**config.mk**
```make
export PLATFORM = sky130hd
export DESIGN_NAME = shape_store_flat
export DESIGN_NICKNAME = d
export VERILOG_FILES = /design/src/logic/rc_pkg.sv /design/src/logic/shape_mem_if.sv /design/src/logic/shape_store.sv /design/src/flat_wrapper.sv
export SDC_FILE = /design/constraint.sdc
export NUM_CORES = 1
export LEC_CHECK = 0
export ABC_AREA = 1
export ABC_CLOCK_PERIOD_IN_PS = 6630
export BUFFER_PORTS_ARGS = -buffer_cell sky130_fd_sc_hd__buf_2
export CORE_UTILIZATION = 59
export DETAILED_ROUTE_END_ITERATION = 10
export PLACE_DENSITY = 0.8
export SLEW_MARGIN = 20
export SYNTH_ARGS = -nofsm -noshare
export SYNTH_HDL_FRONTEND = slang
export SYNTH_SLANG_ARGS = --single-unit
```
**constraint.sdc**
```tcl
create_clock -name clk -period 6.63 [get_ports clk]
set_input_delay 0.663 -clock clk [delete_from_list [all_inputs] [get_ports clk]]
set_output_delay 0.663 -clock clk [all_outputs]
set_load 0.005 [all_outputs]
```
**src/logic/rc_pkg.sv**
```systemverilog
package rc_pkg;

    // coordinate and table sizes
    localparam int COORD_W = 10;
    localparam int NUM_SHAPES = 8;
    localparam int ADDR_W = $clog2(NUM_SHAPES);

    // arithmetic widths inside the sphere test
    // one difference times one coordinate
    localparam int PROD_W = 22;
    // sum of three products, also the key width
    localparam int DOT_W = 24;
    localparam int DISC_W = 48;

    localparam int TEST_STAGES = 4;

    typedef logic signed [COORD_W-1:0] coord_t;

    typedef struct packed {
        coord_t x;
        coord_t y;
        coord_t z;
    } vec3_t;

    typedef enum logic {
        shape_off    = 1'b0,
        shape_sphere = 1'b1
    } shape_type_e;

    // shape_type sits in the msb, so an all-zero entry is off
    typedef struct packed {
        shape_type_e shape_type;
        vec3_t centre;
        logic [DOT_W-1:0] radius_sq;
    } shape_t;

    typedef logic signed [DOT_W-1:0] key_t;

    typedef enum logic [1:0] {
        sweep_idle  = 2'd0,
        sweep_fetch = 2'd1,
        sweep_drain = 2'd2,
        sweep_done  = 2'd3
    } sweep_state_e;

endpackage

```
**src/logic/shape_mem_if.sv**
```systemverilog
`timescale 1ns/1ps

// one requester port of the shape store, four-phase req/ack
interface shape_mem_if;

    logic req;
    logic ack;
    logic we;
    logic [rc_pkg::ADDR_W-1:0] addr;
    rc_pkg::shape_t wdata;
    // valid while ack is high on a read
    rc_pkg::shape_t rdata;

    modport requester (
        output req, we, addr, wdata,
        input ack, rdata
    );

    modport store (
        input req, we, addr, wdata,
        output ack, rdata
    );

endinterface

```
**src/logic/shape_store.sv**
```systemverilog
`timescale 1ns/1ps

module shape_store (
    input logic clk,
    input logic rst,
    shape_mem_if.store sweep_port,
    shape_mem_if.store load_port
);

    typedef enum logic [1:0] {
        store_idle  = 2'd0,
        store_grant = 2'd1,
        store_ack   = 2'd2
    } store_state_e;

    store_state_e state;
    // 1 = sweep owns the access, 0 = loader
    logic sel_sweep;

    rc_pkg::shape_t mem [rc_pkg::NUM_SHAPES];
    rc_pkg::shape_t rdata_q;

    // signals of the granted port
    logic cur_req;
    logic cur_we;
    logic [rc_pkg::ADDR_W-1:0] cur_addr;
    rc_pkg::shape_t cur_wdata;

    assign cur_req = sel_sweep ? sweep_port.req : load_port.req;
    assign cur_we = sel_sweep ? sweep_port.we : load_port.we;
    assign cur_addr = sel_sweep ? sweep_port.addr : load_port.addr;
    assign cur_wdata = sel_sweep ? sweep_port.wdata : load_port.wdata;

    always_ff @(posedge clk) begin
        if (rst) begin
            state <= store_idle;
            sel_sweep <= 1'b0;
            for (int i = 0; i < rc_pkg::NUM_SHAPES; i++) begin
                mem[i].shape_type <= rc_pkg::shape_off;
            end
        end else begin
            case (state)
                store_idle: begin
                    // fixed priority, sweep wins
                    if (sweep_port.req) begin
                        sel_sweep <= 1'b1;
                        state <= store_grant;
                    end else if (load_port.req) begin
                        sel_sweep <= 1'b0;
                        state <= store_grant;
                    end
                end
                store_grant: begin
                    if (cur_we) begin
                        mem[cur_addr] <= cur_wdata;
                    end else begin
                        rdata_q <= mem[cur_addr];
                    end
                    state <= store_ack;
                end
                store_ack: begin
                    if (!cur_req) begin
                        state <= store_idle;
                    end
                end
                default: state <= store_idle;
            endcase
        end
    end

    assign sweep_port.ack = (state == store_ack) && sel_sweep;
    assign load_port.ack = (state == store_ack) && !sel_sweep;
    assign sweep_port.rdata = rdata_q;
    assign load_port.rdata = rdata_q;

endmodule

```
**src/flat_wrapper.sv**
```systemverilog
// flat-port wrapper written by rule: the top's interface ports become plain ports
module shape_store_flat 
  (clk, rst, sweep_port_req, sweep_port_we, sweep_port_addr, sweep_port_wdata, sweep_port_ack, sweep_port_rdata, load_port_req, load_port_we, load_port_addr, load_port_wdata, load_port_ack, load_port_rdata);
  shape_mem_if sweep_port_i ();
  shape_mem_if load_port_i ();
  input logic clk;
  input logic rst;
  input wire logic [$bits(sweep_port_i.req)-1:0] sweep_port_req;
  input wire logic [$bits(sweep_port_i.we)-1:0] sweep_port_we;
  input wire logic [$bits(sweep_port_i.addr)-1:0] sweep_port_addr;
  input wire logic [$bits(sweep_port_i.wdata)-1:0] sweep_port_wdata;
  output wire logic [$bits(sweep_port_i.ack)-1:0] sweep_port_ack;
  output wire logic [$bits(sweep_port_i.rdata)-1:0] sweep_port_rdata;
  input wire logic [$bits(load_port_i.req)-1:0] load_port_req;
  input wire logic [$bits(load_port_i.we)-1:0] load_port_we;
  input wire logic [$bits(load_port_i.addr)-1:0] load_port_addr;
  input wire logic [$bits(load_port_i.wdata)-1:0] load_port_wdata;
  output wire logic [$bits(load_port_i.ack)-1:0] load_port_ack;
  output wire logic [$bits(load_port_i.rdata)-1:0] load_port_rdata;
  assign sweep_port_i.req = sweep_port_req;
  assign sweep_port_i.we = sweep_port_we;
  assign sweep_port_i.addr = sweep_port_addr;
  assign sweep_port_i.wdata = sweep_port_wdata;
  assign sweep_port_ack = sweep_port_i.ack;
  assign sweep_port_rdata = sweep_port_i.rdata;
  assign load_port_i.req = load_port_req;
  assign load_port_i.we = load_port_we;
  assign load_port_i.addr = load_port_addr;
  assign load_port_i.wdata = load_port_wdata;
  assign load_port_ack = load_port_i.ack;
  assign load_port_rdata = load_port_i.rdata;
  shape_store u_core (.clk(clk), .rst(rst), .sweep_port(sweep_port_i), .load_port(load_port_i));
endmodule
```
Yosys cells after proc, flatten, opt, wreduce, memory -nomap -nowiden --
Memories as Yosys holds them, arrays and structs flattened. A register that Yosys moved wholly into a read port is not among the register bits. Cells that the tools add are included.
Cells by class: equal/unequal tests 4, mux-type cells 19, bitwise gates (word level) 2, reductions and logical operators 9
Operator list (number):
- $mux W55 | 2
- $reduce_or A55 Y1 | 1
- $mux W1 | 10
- $mux W2 | 4
- $mux W3 | 2
- $pmux W2 S3 | 1
- $reduce_and A2 Y1 | 2
- $ne A3 B3 Y1 const B | 1
- $reduce_and A3 Y1 | 1
- $eq A2 B1 Y1 const B | 1
- $eq A2 B2 Y1 const B | 1
- $logic_and A1 B1 Y1 | 2
- $logic_not A2 Y1 | 1
- $ne A2 B2 Y1 const B | 1
- $not A1 Y1 | 2
- $reduce_bool A2 Y1 | 1
- $logic_not A1 Y1 | 1
Storage, ports and cells: register bits after elaboration 3, memory bits (writable) 440, output and inout bits 112, memories kept 1
Memories:
- u_core.mem | depth 8, bits a word 55, read ports 1, clocked after Yosys merged registers in 1, wr ports 8, line shape_store.sv:20 | rc_pkg::shape_t mem [rc_pkg::NUM_SHAPES];

Logic depth before layout (Yosys ltp) --
word-level depth 7, mapped depth 11, mapped depth without buffers 9

Worst setup path before layout --
OpenSTA, ideal clock, no wires.
path type input port to flip-flop, start point input port sweep_port_we, end point register u_core.rdata_q (netlist bit u_core.load_port.rdata[0]) (enable), library setup time 0.536 ns, data arrival time 4.516 ns, path slack 1.578 ns, stages on the path 3, buffers on the path 0, cells stage by stage nand2_1 nand2_1 nor3_1
Between the ends: cells in the longest elaborated chain, start to end 3
Ends and longest elaborated chain:
- start: declaration | line flat_wrapper.sv:9 | input wire logic [$bits(sweep_port_i.we)-1:0] sweep_port_we;
- $mux W1 | line shape_store.sv:30 | assign cur_we = sel_sweep ? sweep_port.we : load_port.we;
- $not A1 Y1 (no line)
- $reduce_and A3 Y1 (no line)
- end signal: assignment | line shape_store.sv:57 | rdata_q <= mem[cur_addr];
- end: declaration | line shape_store.sv:21 | rc_pkg::shape_t rdata_q;
No other way between the ends. A chain may end at the register's enable or synchronous reset.

==> results.sh <==
export IMPL_yosys_area_top_type_share_pct=68.8
export IMPL_utilization_pct=67.2
export IMPL_finalCriticalPeriod_ps=4260
export IMPL_ys_top_cells_by_count="nand2_1, edfxtp_1, nand3_1"
export IMPL_remaining_drc_errors=11
export IMPL_arrival_ps=4450
export IMPL_vias=15300
export IMPL_power_net_switching_mw=1.71
export IMPL_fin_nets=2319
export IMPL_num_rows=69
export IMPL_slowest_stage="nor2_4"
export IMPL_wl_um=50000
export IMPL_cts_sinks=498
export IMPL_slowest_delay_ps=840
export IMPL_vias_per_cell=5.68
export IMPL_wl_met2_um=25200
export IMPL_clkLatencyLatePin_ps=550
export IMPL_worstHoldPathType="in2reg"
export IMPL_synth_distinct_cells=19
export IMPL_ys_seq_elements=498
export IMPL_power_share_switching_pct=24.5
export IMPL_cts_tree="done"
export IMPL_worstSetupEndpointType="register"
export IMPL_numCtsBuffers=49
export IMPL_floorplan_initialDensity_pct=60.3
export IMPL_pwr_share_comb_pct=11.4
export IMPL_report_final_slew_viol_count=0
export IMPL_whs_endpoint="u_core.state[1]"
export IMPL_grt_max_degree=143
export IMPL_ys_seq_area_share_pct=69.1
export IMPL_io_buffers=233
export IMPL_highest_layer="met4"
export IMPL_clkPwrFrac_pct=37.3
export IMPL_yosys_warnings=0
export IMPL_met1_length_um=19200
export IMPL_critPathTopFamily="simple AND/OR/NAND/NOR gates"
export IMPL_pwr_density_cell_nw_per_um2=290
export IMPL_grt_pass1_wl_um=78000
export IMPL_first_iter_violations=1555
export IMPL_reg2regPathDepth=7
export IMPL_synth_area_per_cell_sq_um=10.4
export IMPL_synth_edf_count=495
export IMPL_routabilityCongestion=0.789
export IMPL_fmax_mhz=235
export IMPL_drive_gt1_share_pct=15.4
export IMPL_synth_ff_type="edfxtp_1"
export IMPL_track_usage_pct=26.6
export IMPL_diodes=0
export IMPL_rrSetupSlack_ps=2370
export IMPL_finalCritPeriodShare_pct=64.2
export IMPL_tightest_slew_ps=1040
export IMPL_drt_pass1_iter_count=9
export IMPL_cts_buffer_depth=3
export IMPL_crit_path_max_fanout=90
export IMPL_final_antenna_net_count=0
export IMPL_grt_ovfl_total=0
export IMPL_slew_headroom_pct=30.5
export IMPL_failed_checks="DRC"
export IMPL_rsz0062_at_grt="no"
export IMPL_tns_ps=0
export IMPL_cts_hold_buf=0
export IMPL_hold_path_depth=2
export IMPL_skew_ps=23.8
export IMPL_syn_area_sq_um=21600
export IMPL_dieArea_sq_um=37400
export IMPL_worstSetupPathType="reg2reg"
export IMPL_post_cts_resized=0
export IMPL_ios=234
export IMPL_cts_root_buf="clkbuf_16"
export IMPL_required_ps=6820
export IMPL_hold_violations=0
export IMPL_critPathBufInv=3
export IMPL_routedWlPerCell_um=18.6
export IMPL_synthArstFlopShare_pct=0
export IMPL_die_h_um=193
export IMPL_postCtsSetupBuffers=0
export IMPL_seqPwrFrac_pct=51.4
export IMPL_finalSetupViolCount=0
export IMPL_path_cells="inv_2 > nand2_4 > nand2_8 > inv_2 > nand3_1 > nor2_4 > buf_4"
export IMPL_yosysTopAreaCell="edfxtp_1"
export IMPL_syn_nets=2193
export IMPL_post_dp_hpwl_um=27600
export IMPL_yosysMostFrequentCell="nand2_1"
export IMPL_grt_pass1_vias=14900
export IMPL_syn2layout_area_growth_pct=11.3
export IMPL_wl_met3_um=3940
export IMPL_cellLeakagePower_nw=10.2
export IMPL_h_tree_depth=2
export IMPL_ir_worst_vdd_mv=0.223
export IMPL_synth_cells=2071
export IMPL_cp_common_cell="inv_2"
export IMPL_core_region_area_sq_um=35800
export IMPL_critPathLaunchType="register"
export IMPL_fillers=2508
export IMPL_status="finished with violations"
export IMPL_min_from="rst"
export IMPL_maxCapViolations=0
export IMPL_r2r_start="u_core.sel_sweep"
export IMPL_chipWidth_um=193
export IMPL_rr_endpoint="u_core.mem[2][48]"
export IMPL_power_mw=6.98
export IMPL_internal_power_mw=5.27
export IMPL_antenna_found_initial=0
export IMPL_synth_area_top_cells="edfxtp_1, nand2_1, nand3_1"
export IMPL_clk_pin_slew_ps=60
-- power by group through the flow --
stage | Combinational [mW] | Clock (mW) | Sequential [mW]
global route | 0.885 | 2.74 | 3.59
global placement | 0.756 | 0 | 3.65
floorplan | 0.546 | 0 | 3.65
detailed placement | 0.781 | 0 | 3.65
CTS | 0.790 | 2.62 | 3.58
finish | 0.794 | 2.60 | 3.58
-- sequential cells by signal, indices dropped and copies added, names as in the netlist --
signal and cells:
u_core.mem 440, u_core.sel_sweep 1, u_core.load_port.rdata 55, u_core.state 2
-- cell families after synthesis --
family / after synthesis / share of synthesized area [%]
buffers and inverters: 193 / 5.12
muxes: 1 / 0.0463
AOI/OAI and AO/OA: 12 / 0.278
and+or+nand+nor: 1367 / 25.5
DFF: 498 / 69.1
-- how the worst max path moves through the flow --
stage,slack [ps],cells after the start,endpoint,from
finish,2370,7,u_core.mem[2][48],u_core.sel_sweep
global route,2070,7,u_core.mem[2][43],u_core.sel_sweep
CTS,2390,7,u_core.mem[2][48],u_core.sel_sweep
detailed placement,2430,7,u_core.mem[2][48],sweep_port_addr[0]
global placement,2510,7,u_core.mem[2][49],sweep_port_addr[0]
floorplan,1580,3,u_core.load_port.rdata[0],sweep_port_we
-- cell type report --
cell class	instances	area, sq um	area share [%]
Multi-Input combinational cell	1380	5690	23.7
Sequential cell	498	14900	62.0
Clock inverter	27	225	0.936
Inverter	11	43.8	0.182
Timing Repair Buffer	257	1350	5.60
Clock buffer	55	1250	5.19
Tap cell	461	577	2.40
-- placed cells by master, fill, tap and decap left out --
master | Yosys | layout
nand2_1 | 1056 | 1052
edfxtp_1 | 495 | 495
nand3_1 | 285 | 285
buf_2 | 63 | 233
clkbuf_16 | 0 | 49
buf_4 | 75 | 24
clkinv_1 | 0 | 13
o21ai_0 | 9 | 9
nor3_1 | 10 | 9
nor2_4 | 0 | 8
clkinv_2 | 0 | 8
inv_1 | 7 | 7
clkbuf_1 | 34 | 6
nor2_1 | 12 | 4
bufinv_16 | 0 | 4
inv_2 | 4 | 3
nand2_2 | 3 | 3
nand2_4 | 0 | 2
nand2_8 | 0 | 2
a21oi_1 | 2 | 2
dfxtp_1 | 3 | 2
inv_4 | 0 | 1
o21ai_1 | 1 | 1
nor3_2 | 0 | 1
mux2i_1 | 1 | 1
or2_2 | 1 | 1
clkinvlp_4 | 0 | 1
inv_6 | 0 | 1
dfxtp_2 | 0 | 1
-- worst register-to-register path, cell delays in order (launching register included) --
cell,delay (ps)
dfxtp_2,570
inv_2,310
nand2_4,610
nand2_8,600
inv_2,220
nand3_1,170
nor2_4,840
buf_4,560
-- routing by layer --
metal | track usage [%] | up-vias
met5 | 0 | -
met4 | 12.7 | 0
met3 | 3.52 | 122
met2 | 45.1 | 764
met1 | 34.2 | 7243
li1 | - | 7133
-- metrics by stage --
| step | hold WS, ps | cells | setup WS [ps] | instance area (sq um) |
|---|---|---|---|---|
| detailed placement | 508 | 2607 | 2430 | 22600 |
| finish | 400 | 2689 | 2370 | 24100 |
| global route | 395 | 2689 | 2070 | 24100 |
| global placement | 495 | 2607 | 2510 | 22600 |
| CTS | 375 | 2689 | 2390 | 24100 |
| floorplan | 472 | 2071 | 1580 | 21600 |
Note: power is estimated with default switching activity, not from simulation.
