[config.mk]
export PLATFORM = sky130hd
export DESIGN_NAME = shape_loader_flat
export DESIGN_NICKNAME = d
export VERILOG_FILES = /design/src/logic/rc_pkg.sv /design/src/logic/shape_mem_if.sv /design/src/logic/shape_loader.sv /design/src/flat_wrapper.sv
export SDC_FILE = /design/constraint.sdc
export NUM_CORES = 1
export LEC_CHECK = 0
export BUFFER_PORTS_ARGS = -buffer_cell sky130_fd_sc_hd__clkbuf_2
export CORE_UTILIZATION = 40
export CTS_CLUSTER_SIZE = 20
export DETAILED_ROUTE_END_ITERATION = 8
export PLACE_DENSITY_LB_ADDON = 0.1
export REMOVE_ABC_BUFFERS = 1
export SYNTH_ARGS = -nofsm -noshare
export SYNTH_HDL_FRONTEND = slang
export SYNTH_SLANG_ARGS = --single-unit
[constraint.sdc]
create_clock -name clk -period 3.3 [get_ports clk]
set_clock_uncertainty 0.15 [all_clocks]
set_input_delay 0.165 -clock clk [delete_from_list [all_inputs] [get_ports clk]]
set_output_delay 0.165 -clock clk [all_outputs]
set_load 0.03 [all_outputs]
[src/logic/rc_pkg.sv]
package rc_pkg;

    // coordinate and table sizes
    localparam int COORD_W = 10;
    localparam int NUM_SHAPES = 8;
    localparam int ADDR_W = $clog2(NUM_SHAPES);

    // arithmetic widths inside the sphere test
    // one difference times one coordinate
    localparam int PROD_W = 22;
    // sum of three products, also the key width
    localparam int DOT_W = 24;
    localparam int DISC_W = 48;

    localparam int TEST_STAGES = 4;

    typedef logic signed [COORD_W-1:0] coord_t;

    typedef struct packed {
        coord_t x;
        coord_t y;
        coord_t z;
    } vec3_t;

    typedef enum logic {
        shape_off    = 1'b0,
        shape_sphere = 1'b1
    } shape_type_e;

    // shape_type sits in the msb, so an all-zero entry is off
    typedef struct packed {
        shape_type_e shape_type;
        vec3_t centre;
        logic [DOT_W-1:0] radius_sq;
    } shape_t;

    typedef logic signed [DOT_W-1:0] key_t;

    typedef enum logic [1:0] {
        sweep_idle  = 2'd0,
        sweep_fetch = 2'd1,
        sweep_drain = 2'd2,
        sweep_done  = 2'd3
    } sweep_state_e;

endpackage

[src/logic/shape_mem_if.sv]
`timescale 1ns/1ps

// one requester port of the shape store, four-phase req/ack
interface shape_mem_if;

    logic req;
    logic ack;
    logic we;
    logic [rc_pkg::ADDR_W-1:0] addr;
    rc_pkg::shape_t wdata;
    // valid while ack is high on a read
    rc_pkg::shape_t rdata;

    modport requester (
        output req, we, addr, wdata,
        input ack, rdata
    );

    modport store (
        input req, we, addr, wdata,
        output ack, rdata
    );

endinterface

[src/logic/shape_loader.sv]
`timescale 1ns/1ps

module shape_loader (
    input logic clk,
    input logic rst,
    input logic load_req_i,
    output logic load_ack_o,
    input logic [rc_pkg::ADDR_W-1:0] load_addr_i,
    input rc_pkg::shape_t load_shape_i,
    shape_mem_if.requester mem
);

    typedef enum logic [1:0] {
        ld_idle   = 2'd0,
        ld_write  = 2'd1,
        ld_ack    = 2'd2,
        ld_settle = 2'd3
    } load_state_e;

    load_state_e state;
    logic req_q;
    logic [rc_pkg::ADDR_W-1:0] addr_q;
    rc_pkg::shape_t shape_q;

    always_ff @(posedge clk) begin
        if (rst) begin
            state <= ld_idle;
            req_q <= 1'b0;
            load_ack_o <= 1'b0;
        end else begin
            case (state)
                ld_idle: begin
                    if (load_req_i) begin
                        req_q <= 1'b1;
                        state <= ld_write;
                    end
                end
                ld_write: begin
                    if (mem.ack) begin
                        req_q <= 1'b0;
                        load_ack_o <= 1'b1;
                        state <= ld_ack;
                    end
                end
                ld_ack: begin
                    if (!load_req_i) begin
                        load_ack_o <= 1'b0;
                        state <= ld_settle;
                    end
                end
                // memory side must be back to idle before the next load
                ld_settle: begin
                    if (!mem.ack) begin
                        state <= ld_idle;
                    end
                end
                default: state <= ld_idle;
            endcase
        end
    end

    // payload capture, held for the whole write
    always_ff @(posedge clk) begin
        if (state == ld_idle && load_req_i) begin
            addr_q <= load_addr_i;
            shape_q <= load_shape_i;
        end
    end

    assign mem.req = req_q;
    assign mem.we = 1'b1;
    assign mem.addr = addr_q;
    assign mem.wdata = shape_q;

endmodule

[src/flat_wrapper.sv]
// flat-port wrapper written by rule: the top's interface ports become plain ports
module shape_loader_flat 
  (clk, rst, load_req_i, load_ack_o, load_addr_i, load_shape_i, mem_req, mem_we, mem_addr, mem_wdata, mem_ack, mem_rdata);
  shape_mem_if mem_i ();
  input logic clk;
  input logic rst;
  input logic load_req_i;
  output logic load_ack_o;
  input logic [rc_pkg::ADDR_W-1:0] load_addr_i;
  input rc_pkg::shape_t load_shape_i;
  output wire logic [$bits(mem_i.req)-1:0] mem_req;
  output wire logic [$bits(mem_i.we)-1:0] mem_we;
  output wire logic [$bits(mem_i.addr)-1:0] mem_addr;
  output wire logic [$bits(mem_i.wdata)-1:0] mem_wdata;
  input wire logic [$bits(mem_i.ack)-1:0] mem_ack;
  input wire logic [$bits(mem_i.rdata)-1:0] mem_rdata;
  assign mem_req = mem_i.req;
  assign mem_we = mem_i.we;
  assign mem_addr = mem_i.addr;
  assign mem_wdata = mem_i.wdata;
  assign mem_i.ack = mem_ack;
  assign mem_i.rdata = mem_rdata;
  shape_loader u_core (.clk(clk), .rst(rst), .load_req_i(load_req_i), .load_ack_o(load_ack_o), .load_addr_i(load_addr_i), .load_shape_i(load_shape_i), .mem(mem_i));
endmodule
## Word-level counts from Yosys, hierarchy flattened

Cells that the tools add are included.
W data, S select, Z words.

| storage, ports and cells | value |
|---|---|
| register bits after elaboration | 62 |
| latch bits | 0 |
| memory bits (writable) | 0 |
| memory bits (read-only) | 0 |
| output and inout bits | 61 |
| logic and storage cells | 34 |
| memories | 0 |

| cells by class | value |
|---|---|
| add/sub/neg operators | 0 |
| multipliers | 0 |
| divide/modulo/power cells | 0 |
| $lt $le $gt $ge | 0 |
| eq/ne operators | 7 |
| shift-type cells | 0 |
| muxes and demuxes | 11 |
| bitwise operators | 0 |
| reductions and logical operators | 7 |

Operators with widths:

| operator | number |
|---|---|
| $mux W2 | 4 |
| $ne A2 B2 Y1 const B | 4 |
| $pmux W2 S4 | 1 |
| $reduce_and A3 Y1 | 2 |
| $eq A2 B2 Y1 const B | 2 |
| $mux W1 | 4 |
| $pmux W1 S2 | 2 |
| $reduce_and A4 Y1 | 1 |
| $reduce_bool A2 Y1 | 2 |
| $eq A2 B1 Y1 const B | 1 |
| $logic_not A2 Y1 | 1 |
| $logic_and A1 B1 Y1 | 1 |

## Logic depth before layout (Yosys ltp)

Gate-level depths: netlist of the first run.

| depth | value |
|---|---|
| depth after elaboration | 3 |
| mapped depth | 5 |

## Least setup slack after synthesis of the first run

OpenSTA, ideal clock, no wires.

| path | value |
|---|---|
| path kind | reg-to-reg |
| start point | register u_core.state[0] |
| end point | register u_core.addr_q (netlist bit u_core.mem.addr[0]) (enable) |
| setup time | 390 ps |
| arrival | 1,481 ps |
| data required time | 2,760 ps |
| slack | 1,279 ps |
| stages on the path, launching flop included | 4 |
| buffers on the path | 0 |
| clock period less this slack | 2,021 ps |
| cells stage by stage | dfxtp_1 > inv_1 > ha_1 > and2_2 |

| on the way | value |
|---|---|
| word-level cells in the longest chain between the ends | 2 |

Ends and longest elaborated chain:

| element | line | text |
|---|---|---|
| from (decl) | shape_loader.sv:20 | `load_state_e state;` |
| from (signal assigned) | shape_loader.sv:27 | `state <= ld_idle;` |
| from (signal assigned) | shape_loader.sv:35 | `state <= ld_write;` |
| from (signal assigned) | shape_loader.sv:42 | `state <= ld_ack;` |
| $logic_not A2 Y1 | shape_loader.sv:64 | `if (state == ld_idle && load_req_i) begin` |
| $logic_and A1 B1 Y1 | shape_loader.sv:64 |  |
| to (signal assigned) | shape_loader.sv:65 | `addr_q <= load_addr_i;` |
| to (decl) | shape_loader.sv:22 | `logic [rc_pkg::ADDR_W-1:0] addr_q;` |

No other way between the ends.
A chain may end at the register's enable or synchronous reset.

## Worst setup path after layout of the first run

| path | value |
|---|---|
| start point | register u_core.state[0] |
| end point | register u_core.shape_q (netlist bit u_core.mem.wdata[18]) (enable) |

| on the way | value |
|---|---|
| word-level cells in the longest chain between the ends | 2 |

Ends and longest elaborated chain:

| element | line | text |
|---|---|---|
| $logic_not A2 Y1 | shape_loader.sv:64 |  |
| $logic_and A1 B1 Y1 | shape_loader.sv:64 |  |
| to (signal assigned) | shape_loader.sv:66 | `shape_q <= load_shape_i;` |
| to (decl) | shape_loader.sv:23 | `rc_pkg::shape_t shape_q;` |

No other way between the ends.

==> results of run 1 <==
-- layout make-up --
type / count / share of cell area, %
sequential: 62 / 50.9
timing repair buffer: 181 / 34.0
tap: 67 / 2.34
clock buffer: 11 / 3.67
clock inverter: 5 / 2.06
inverter: 2 / 0.210
multi-input combinational: 28 / 6.82
-- cell usage after synthesis (all sizes together), types with 2 or more instances --
library cell | n | area share, %
inv | 2 | 0.36
ha | 6 | 3.6
dfxtp | 4 | 3.8
a21oi | 5 | 1.2
a31o | 2 | 0.84
nand2b | 2 | 1.3
edfxtp | 58 | 84
-- worst min-delay path by stage --
stage / to / slack, ns / cells after the start
floorplan: u_core.state[0] / 0.08 / 1
global placement: u_core.mem.wdata[14] / 0.19 / 1
detailed placement: u_core.mem.wdata[45] / 0.19 / 1
CTS: u_core.state[1] / 0.11 / 4
global route: u_core.state[1] / 0.13 / 4
finish: u_core.state[0] / 0.13 / 4
-- state kept, by name, indices dropped and copies added (netlist names) --
register,count
u_core.mem.req,1
u_core.state,2
u_core.load_ack_o,1
u_core.mem.wdata,55
u_core.mem.addr,3
-- layer usage --
metal | GRT usage [%] | wire length, µm
met5 | 0 | 0
met4 | 10.7 | 126
met3 | 7.45 | 439
met2 | 34.5 | 2650
met1 | 17.1 | 1830
-- logic make-up after synthesis --
logic type	count (synthesis)	synth area share [%]
compound gates	11	3.91
buf+inv	3	0.722
flops	62	87.6
fa+ha+maj	6	3.61
simple gates	10	4.03
other cells	1	0.180
-- worst register-to-register path, stage by stage (launching register included) --
cell and delay [ns]:
dfxtp_1 0.33, inv_1 0.15, ha_1 0.25, and2_2 0.64
buf_12 0.28
-- through the flow --
| step | worst slack (ns) | total power [µW] | util (%) | hold WS (ns) | area (µm²) |
|---|---|---|---|---|---|
| floorplan | 1.28 | 1780 | - | 0.0841 | 2070 |
| global placement | 1.24 | 2030 | 57.4 | 0.192 | 2780 |
| detailed placement | 1.19 | 2050 | 57.4 | 0.194 | 2780 |
| CTS | 1.17 | 2800 | 73.8 | 0.108 | 3580 |
| global route | 1.08 | 2920 | 73.8 | 0.127 | 3580 |
| finish | 1.19 | 2800 | 73.8 | 0.132 | 3580 |
-- where the power goes --
group / internal (µW) / switching (µW)
Sequential: 1120 / 64.4
Combinational: 274 / 641
Clock: 421 / 278
Total: 1810 / 984
-- what timing repair did --
item                                   4_1_cts  5_1_grt
resized for setup                            0        0
endpoints found under the hold margin       61        0
hold buffers                                59        0
==> impl_metrics.csv, run 1 <==
group,metric,value,unit
run_status,status,"completed",
critical_path,reg2reg_slack,1.19,ns
cells_and_area,multiInputGateArea,244,µm²
place,dp_hpwl,2950,µm
logic_synthesis,ys_seq_area_share,87.6,%
sta,hold_viol,0,
global_routing,antenna_found_initial,0,
sta,max_freq,473,MHz
cells_and_area,drive_above_1_share,49.5,%
clock_network,root_buffer,"clkbuf_8",
sta,setup_viol,0,
sta,worstMarginPinSlew,0.713,ns
logic_synthesis,ys_ff_latch,62,
sta,grt_setup_unrepaired,"false",
logic_synthesis,synth.cell_area,2080,µm²
logic_synthesis,synth_edf_count,58,
critical_path,cp-endpoint,"u_core.mem.wdata[18]",
detailed_routing,first_pass_iters,4,
detailed_routing,wl,5050,µm
cells_and_area,syn2layout_area_growth,72.0,%
cells_and_area,nFillCells,328,
critical_path,critPathCaptureType,"register",
die,dieArea,5490,µm²
global_routing,grt_pass1_vias,1557,
clock_network,post_cts_buffers,0,
clock_network,worstSkewPairLatency,0.33,ns
cells_and_area,mostFrequentLayoutCell,"clkbuf_2",
detailed_routing,vias,1581,
min_path,hp-start,"mem_ack",
detailed_routing,ant_nets,0,
logic_synthesis,ys.flop_type,"edfxtp_1",
die,core,4850,µm²
die,ios,178,
cells_and_area,diodes,0,
critical_path,cp_max_fo,30,
die,initial_utilization,42.9,%
clock_network,cts-htree-levels,3,
power,power.density,781,nW/µm²
die,die_w,74.1,µm
clock_network,cts_tree,"built",
critical_path,path_delay_family,"simple AND/OR/NAND/NOR gates",
place,gp_congestion,0.698,
critical_path,reg2reg_depth,4,
detailed_routing,drc,0,
global_routing,track_usage,18.6,%
critical_path,startpoint,"u_core.state[0]",
global_routing,grt_overflow,0,
critical_path,cp.depth,4,
critical_path,critical_path_class,"register to register",
global_routing,grt_max_degree,31,
critical_path,worstSetupStartpointType,"register",
clock_network,clkSinkCount,62,
critical_path,arrival,1.99,ns
critical_path,critPathRequiredTime,3.18,ns
die,die_h,74.1,µm
detailed_routing,drt-wirelength-per-cell,14.2,µm
place,place_inst,281,
flow_run,maxCapViolCount,0,
clock_network,cts.clk_slew.worst_paths,0.06,ns
sta,post-route-min-period,2.11,ns
logic_synthesis,netlist_instances,93,
clock_network,clk_path_buf_depth,2,
sta,fin_tns_setup,0,ns
detailed_routing,via_per_inst,4.44,
cells_and_area,regArea,1820,µm²
logic_synthesis,synth_warnings,0,
critical_path,r2r_end,"u_core.mem.wdata[18]",
min_path,hold_class,"input port to register",
critical_path,cp_slowest_cell,"and2_2",
global_routing,grt_pass1_wl,7090,µm
power,p_leak,0.00156,µW
critical_path,regToRegStartpoint,"u_core.state[0]",
critical_path,path_cells,"inv_1 > ha_1 > and2_2 > buf_12",
logic_synthesis,synth_cell_types,21,
power,peakVddDrop,0.000469,V
sta,maxSlewHeadroom,52.5,%
place,numPortBuffers,121,
sta,timing.final.crit_share,64.1,%
cells_and_area,fin_nets,407,
clock_network,cts_made_buffers,9,
logic_synthesis,synthArstFlopShare,0,%
logic_synthesis,syn_area_per_cell,22.4,µm²
critical_path,worstPathBufferInverterCount,2,
sta,finalMaxSlewViolations,0,
critical_path,cpPeakStageDelay,0.64,ns
die,rows,25,
cells_and_area,layoutNonFillerInstCount,356,
detailed_routing,drt_iter0_markers,18,
cells_and_area,mostFrequentLayoutCells,"121 x clkbuf_2, 59 x dlygate4sd3_1, 58 x edfxtp_1, 9 x clkbuf_8, 6 x ha_1",
Note: power is estimated with default switching activity, not from simulation.
==> inputs of run 2 (changes only) <==
--- a/config.mk
+++ b/config.mk
@@ -6,7 +6,7 @@
 export NUM_CORES = 1
 export LEC_CHECK = 0
 export BUFFER_PORTS_ARGS = -buffer_cell sky130_fd_sc_hd__clkbuf_2
-export CORE_UTILIZATION = 40
+export CORE_UTILIZATION = 37
 export CTS_CLUSTER_SIZE = 20
 export DETAILED_ROUTE_END_ITERATION = 8
 export PLACE_DENSITY_LB_ADDON = 0.1
==> constraint.sdc (replaced) <==
create_clock -name clk -period 2.11 [get_ports clk]
set_clock_uncertainty 0.15 [all_clocks]
set_input_delay 0.1055 -clock clk [delete_from_list [all_inputs] [get_ports clk]]
set_output_delay 0.1055 -clock clk [all_outputs]
set_load 0.03 [all_outputs]
==> run 2 against run 1 <==
- design area grew 0.14%
- routed wire length shrank 0.53%
- sequential share of layout area shrank 0.071 points
- fmax grew 26%
- sequential cell count is the same
- core utilization shrank 5.8 points
- first-iteration DRC count grew to 2.9 times the previous value
- register-to-register slack lost 0.76 ns
- combinational power grew 57%
- power grew 54%
==> impl_metrics.csv, run 2 (same netlist as run 1, synthesis figures left out) <==
group,metric,value,unit
clock_network,root_buffer,"clkbuf_8",
place,numPortBuffers,121,
global_routing,grt_max_degree,43,
cells_and_area,mostFrequentLayoutCell,"clkbuf_2",
critical_path,cpPeakStageDelay,0.33,ns
cells_and_area,diodes,0,
critical_path,arrival,1.55,ns
clock_network,cts_resized,0,
run_status,status,"completed",
clock_network,clkSinkCount,62,
critical_path,worstSetupStartpointType,"register",
cells_and_area,drive_above_1_share,50.7,%
global_routing,antenna_found_initial,0,
sta,post-route-min-period,1.68,ns
detailed_routing,wl,5030,µm
power,switchingPower,1570,µW
detailed_routing,first_pass_iters,4,
die,initial_utilization,39.5,%
clock_network,cts.clk_slew.worst_paths,0.07,ns
sta,setup_viol,0,
critical_path,critPathCaptureType,"register",
die,ios,178,
die,die_w,77.0,µm
power,clockPowerShare,23.3,%
sta,fin_tns_setup,0,ns
clock_network,cts_tree,"built",
place,gp_congestion,0.720,
clock_network,worstSkewPairLatency,0.32,ns
global_routing,grt_overflow,0,
detailed_routing,drt-wirelength-per-cell,14.0,µm
power,power.density,1200,nW/µm²
critical_path,critPathRequiredTime,1.98,ns
place,dp_hpwl,3290,µm
power,finalPower,4300,µW
power,p_int,2730,µW
critical_path,path_cells,"inv_1 > ha_1 > and2_2 > buf_12",
clock_network,hold_buffers,59,
die,core,5270,µm²
cells_and_area,largest_reg_flops,55,
detailed_routing,drc,0,
sta,max_freq,594,MHz
critical_path,cp_max_fo,42,
detailed_routing,ant_nets,0,
min_path,hold_class,"input port to register",
clock_network,cts_made_buffers,9,
clock_network,cts-htree-levels,3,
die,rows,26,
sta,timing.final.crit_share,79.7,%
critical_path,critical_path_class,"register to register",
clock_network,post_cts_buffers,0,
sta,finalMaxSlewViolations,0,
sta,hold_viol,0,
detailed_routing,via_per_inst,4.39,
global_routing,grt_pass1_wl,7820,µm
cells_and_area,mostFrequentLayoutCells,"121 x clkbuf_2, 59 x dlygate4sd3_1, 58 x edfxtp_1, 9 x clkbuf_8, 6 x ha_1",
power,power_frac_comb,33.6,%
sta,grt_setup_unrepaired,"false",
cells_and_area,fin_nets,408,
die,dieArea,5930,µm²
critical_path,cp_slowest_cell,"dfxtp_1",
power,swShare,36.5,%
detailed_routing,drt_iter0_markers,52,
detailed_routing,vias,1582,
global_routing,grt_pass1_vias,1748,
clock_network,clk_path_buf_depth,2,
power,p_leak,0.00155,µW
cells_and_area,nFillCells,375,
cells_and_area,syn2layout_area_growth,72.2,%
global_routing,track_usage,18.1,%
power,pwr-share-seq,43.1,%
die,die_h,77.0,µm
flow_run,maxCapViolCount,0,
power,peakVddDrop,0.000634,V
[run 2: cell count changes in the layout (fill, tap and decap cells not counted)]
cell / change
buf_4: +1
clkinv_2: -1
clkinvlp_4: +3
bufinv_16: -1
clkinv_4: +2
clkbuf_1: -2
clkinv_1: -1
[run 2: power by group through the flow]
stage / registers [µW] / clock network, µW / logic, µW
finish: 1850 / 1000 / 1440
global route: 1880 / 1080 / 1540
CTS: 1850 / 1030 / 1450
detailed placement: 1870 / 0 / 1370
global placement: 1860 / 0 / 1340
floorplan: 2450 / 0 / 326
[run 2: cell type report]
| class | instances | area, µm² | share of cell area (%) |
|---|---|---|---|
| tap | 70 | 87.6 | 2.44 |
| clock inverter | 7 | 75.1 | 2.09 |
| sequential | 62 | 1820 | 50.8 |
| timing repair buffer | 182 | 1220 | 34.1 |
| inverter | 2 | 7.51 | 0.209 |
| multi-input combinational | 28 | 244 | 6.81 |
| clock buffer | 9 | 124 | 3.46 |
[run 2: final timing paths]
check	slack [ns]	from	end	cells past startpoint
worst max-delay path	0.43	u_core.state[0]	u_core.mem.wdata[41]	4
worst max register to register	0.43	u_core.state[0]	u_core.mem.wdata[41]	4
worst min-delay path	0.07	load_req_i	u_core.state[1]	4
worst min register to register	0.43	u_core.load_ack_o	u_core.load_ack_o	2
[run 2: per-layer routing]
metal / routed length (µm) / vias to the layer above / GRT usage [%] / part of all wire [%]
met5: 0 / - / 0 / 0
met2: 2360 / 105 / 31.2 / 47
li1: - / 749 / - / -
met3: 559 / 15 / 6.79 / 11
met4: 153 / 0 / 11.3 / 3.0
met1: 1960 / 713 / 18.4 / 39
[run 2: through the flow]
step	area, µm²	worst slack, ns	utilization [%]	cells	hold WS, ns
6_report	3580	0.428	68.0	360	0.0745
5_1_grt	3580	0.326	68.0	360	0.100
4_1_cts	3580	0.422	68.0	360	0.0583
3_5_place_dp	2790	0.427	53.0	285	0.134
3_3_place_gp	2790	0.486	53.0	285	0.132
2_1_floorplan	2070	0.0893	-	92	0.0246
[run 2: worst max-delay path: cells and delay by family, from the launching register on]
family                     cells  cell delay (ns)
DFF                            1             0.33
buffers and inverters          2             0.36
and+or+nand+nor                1             0.22
adders and majority gates      1             0.28
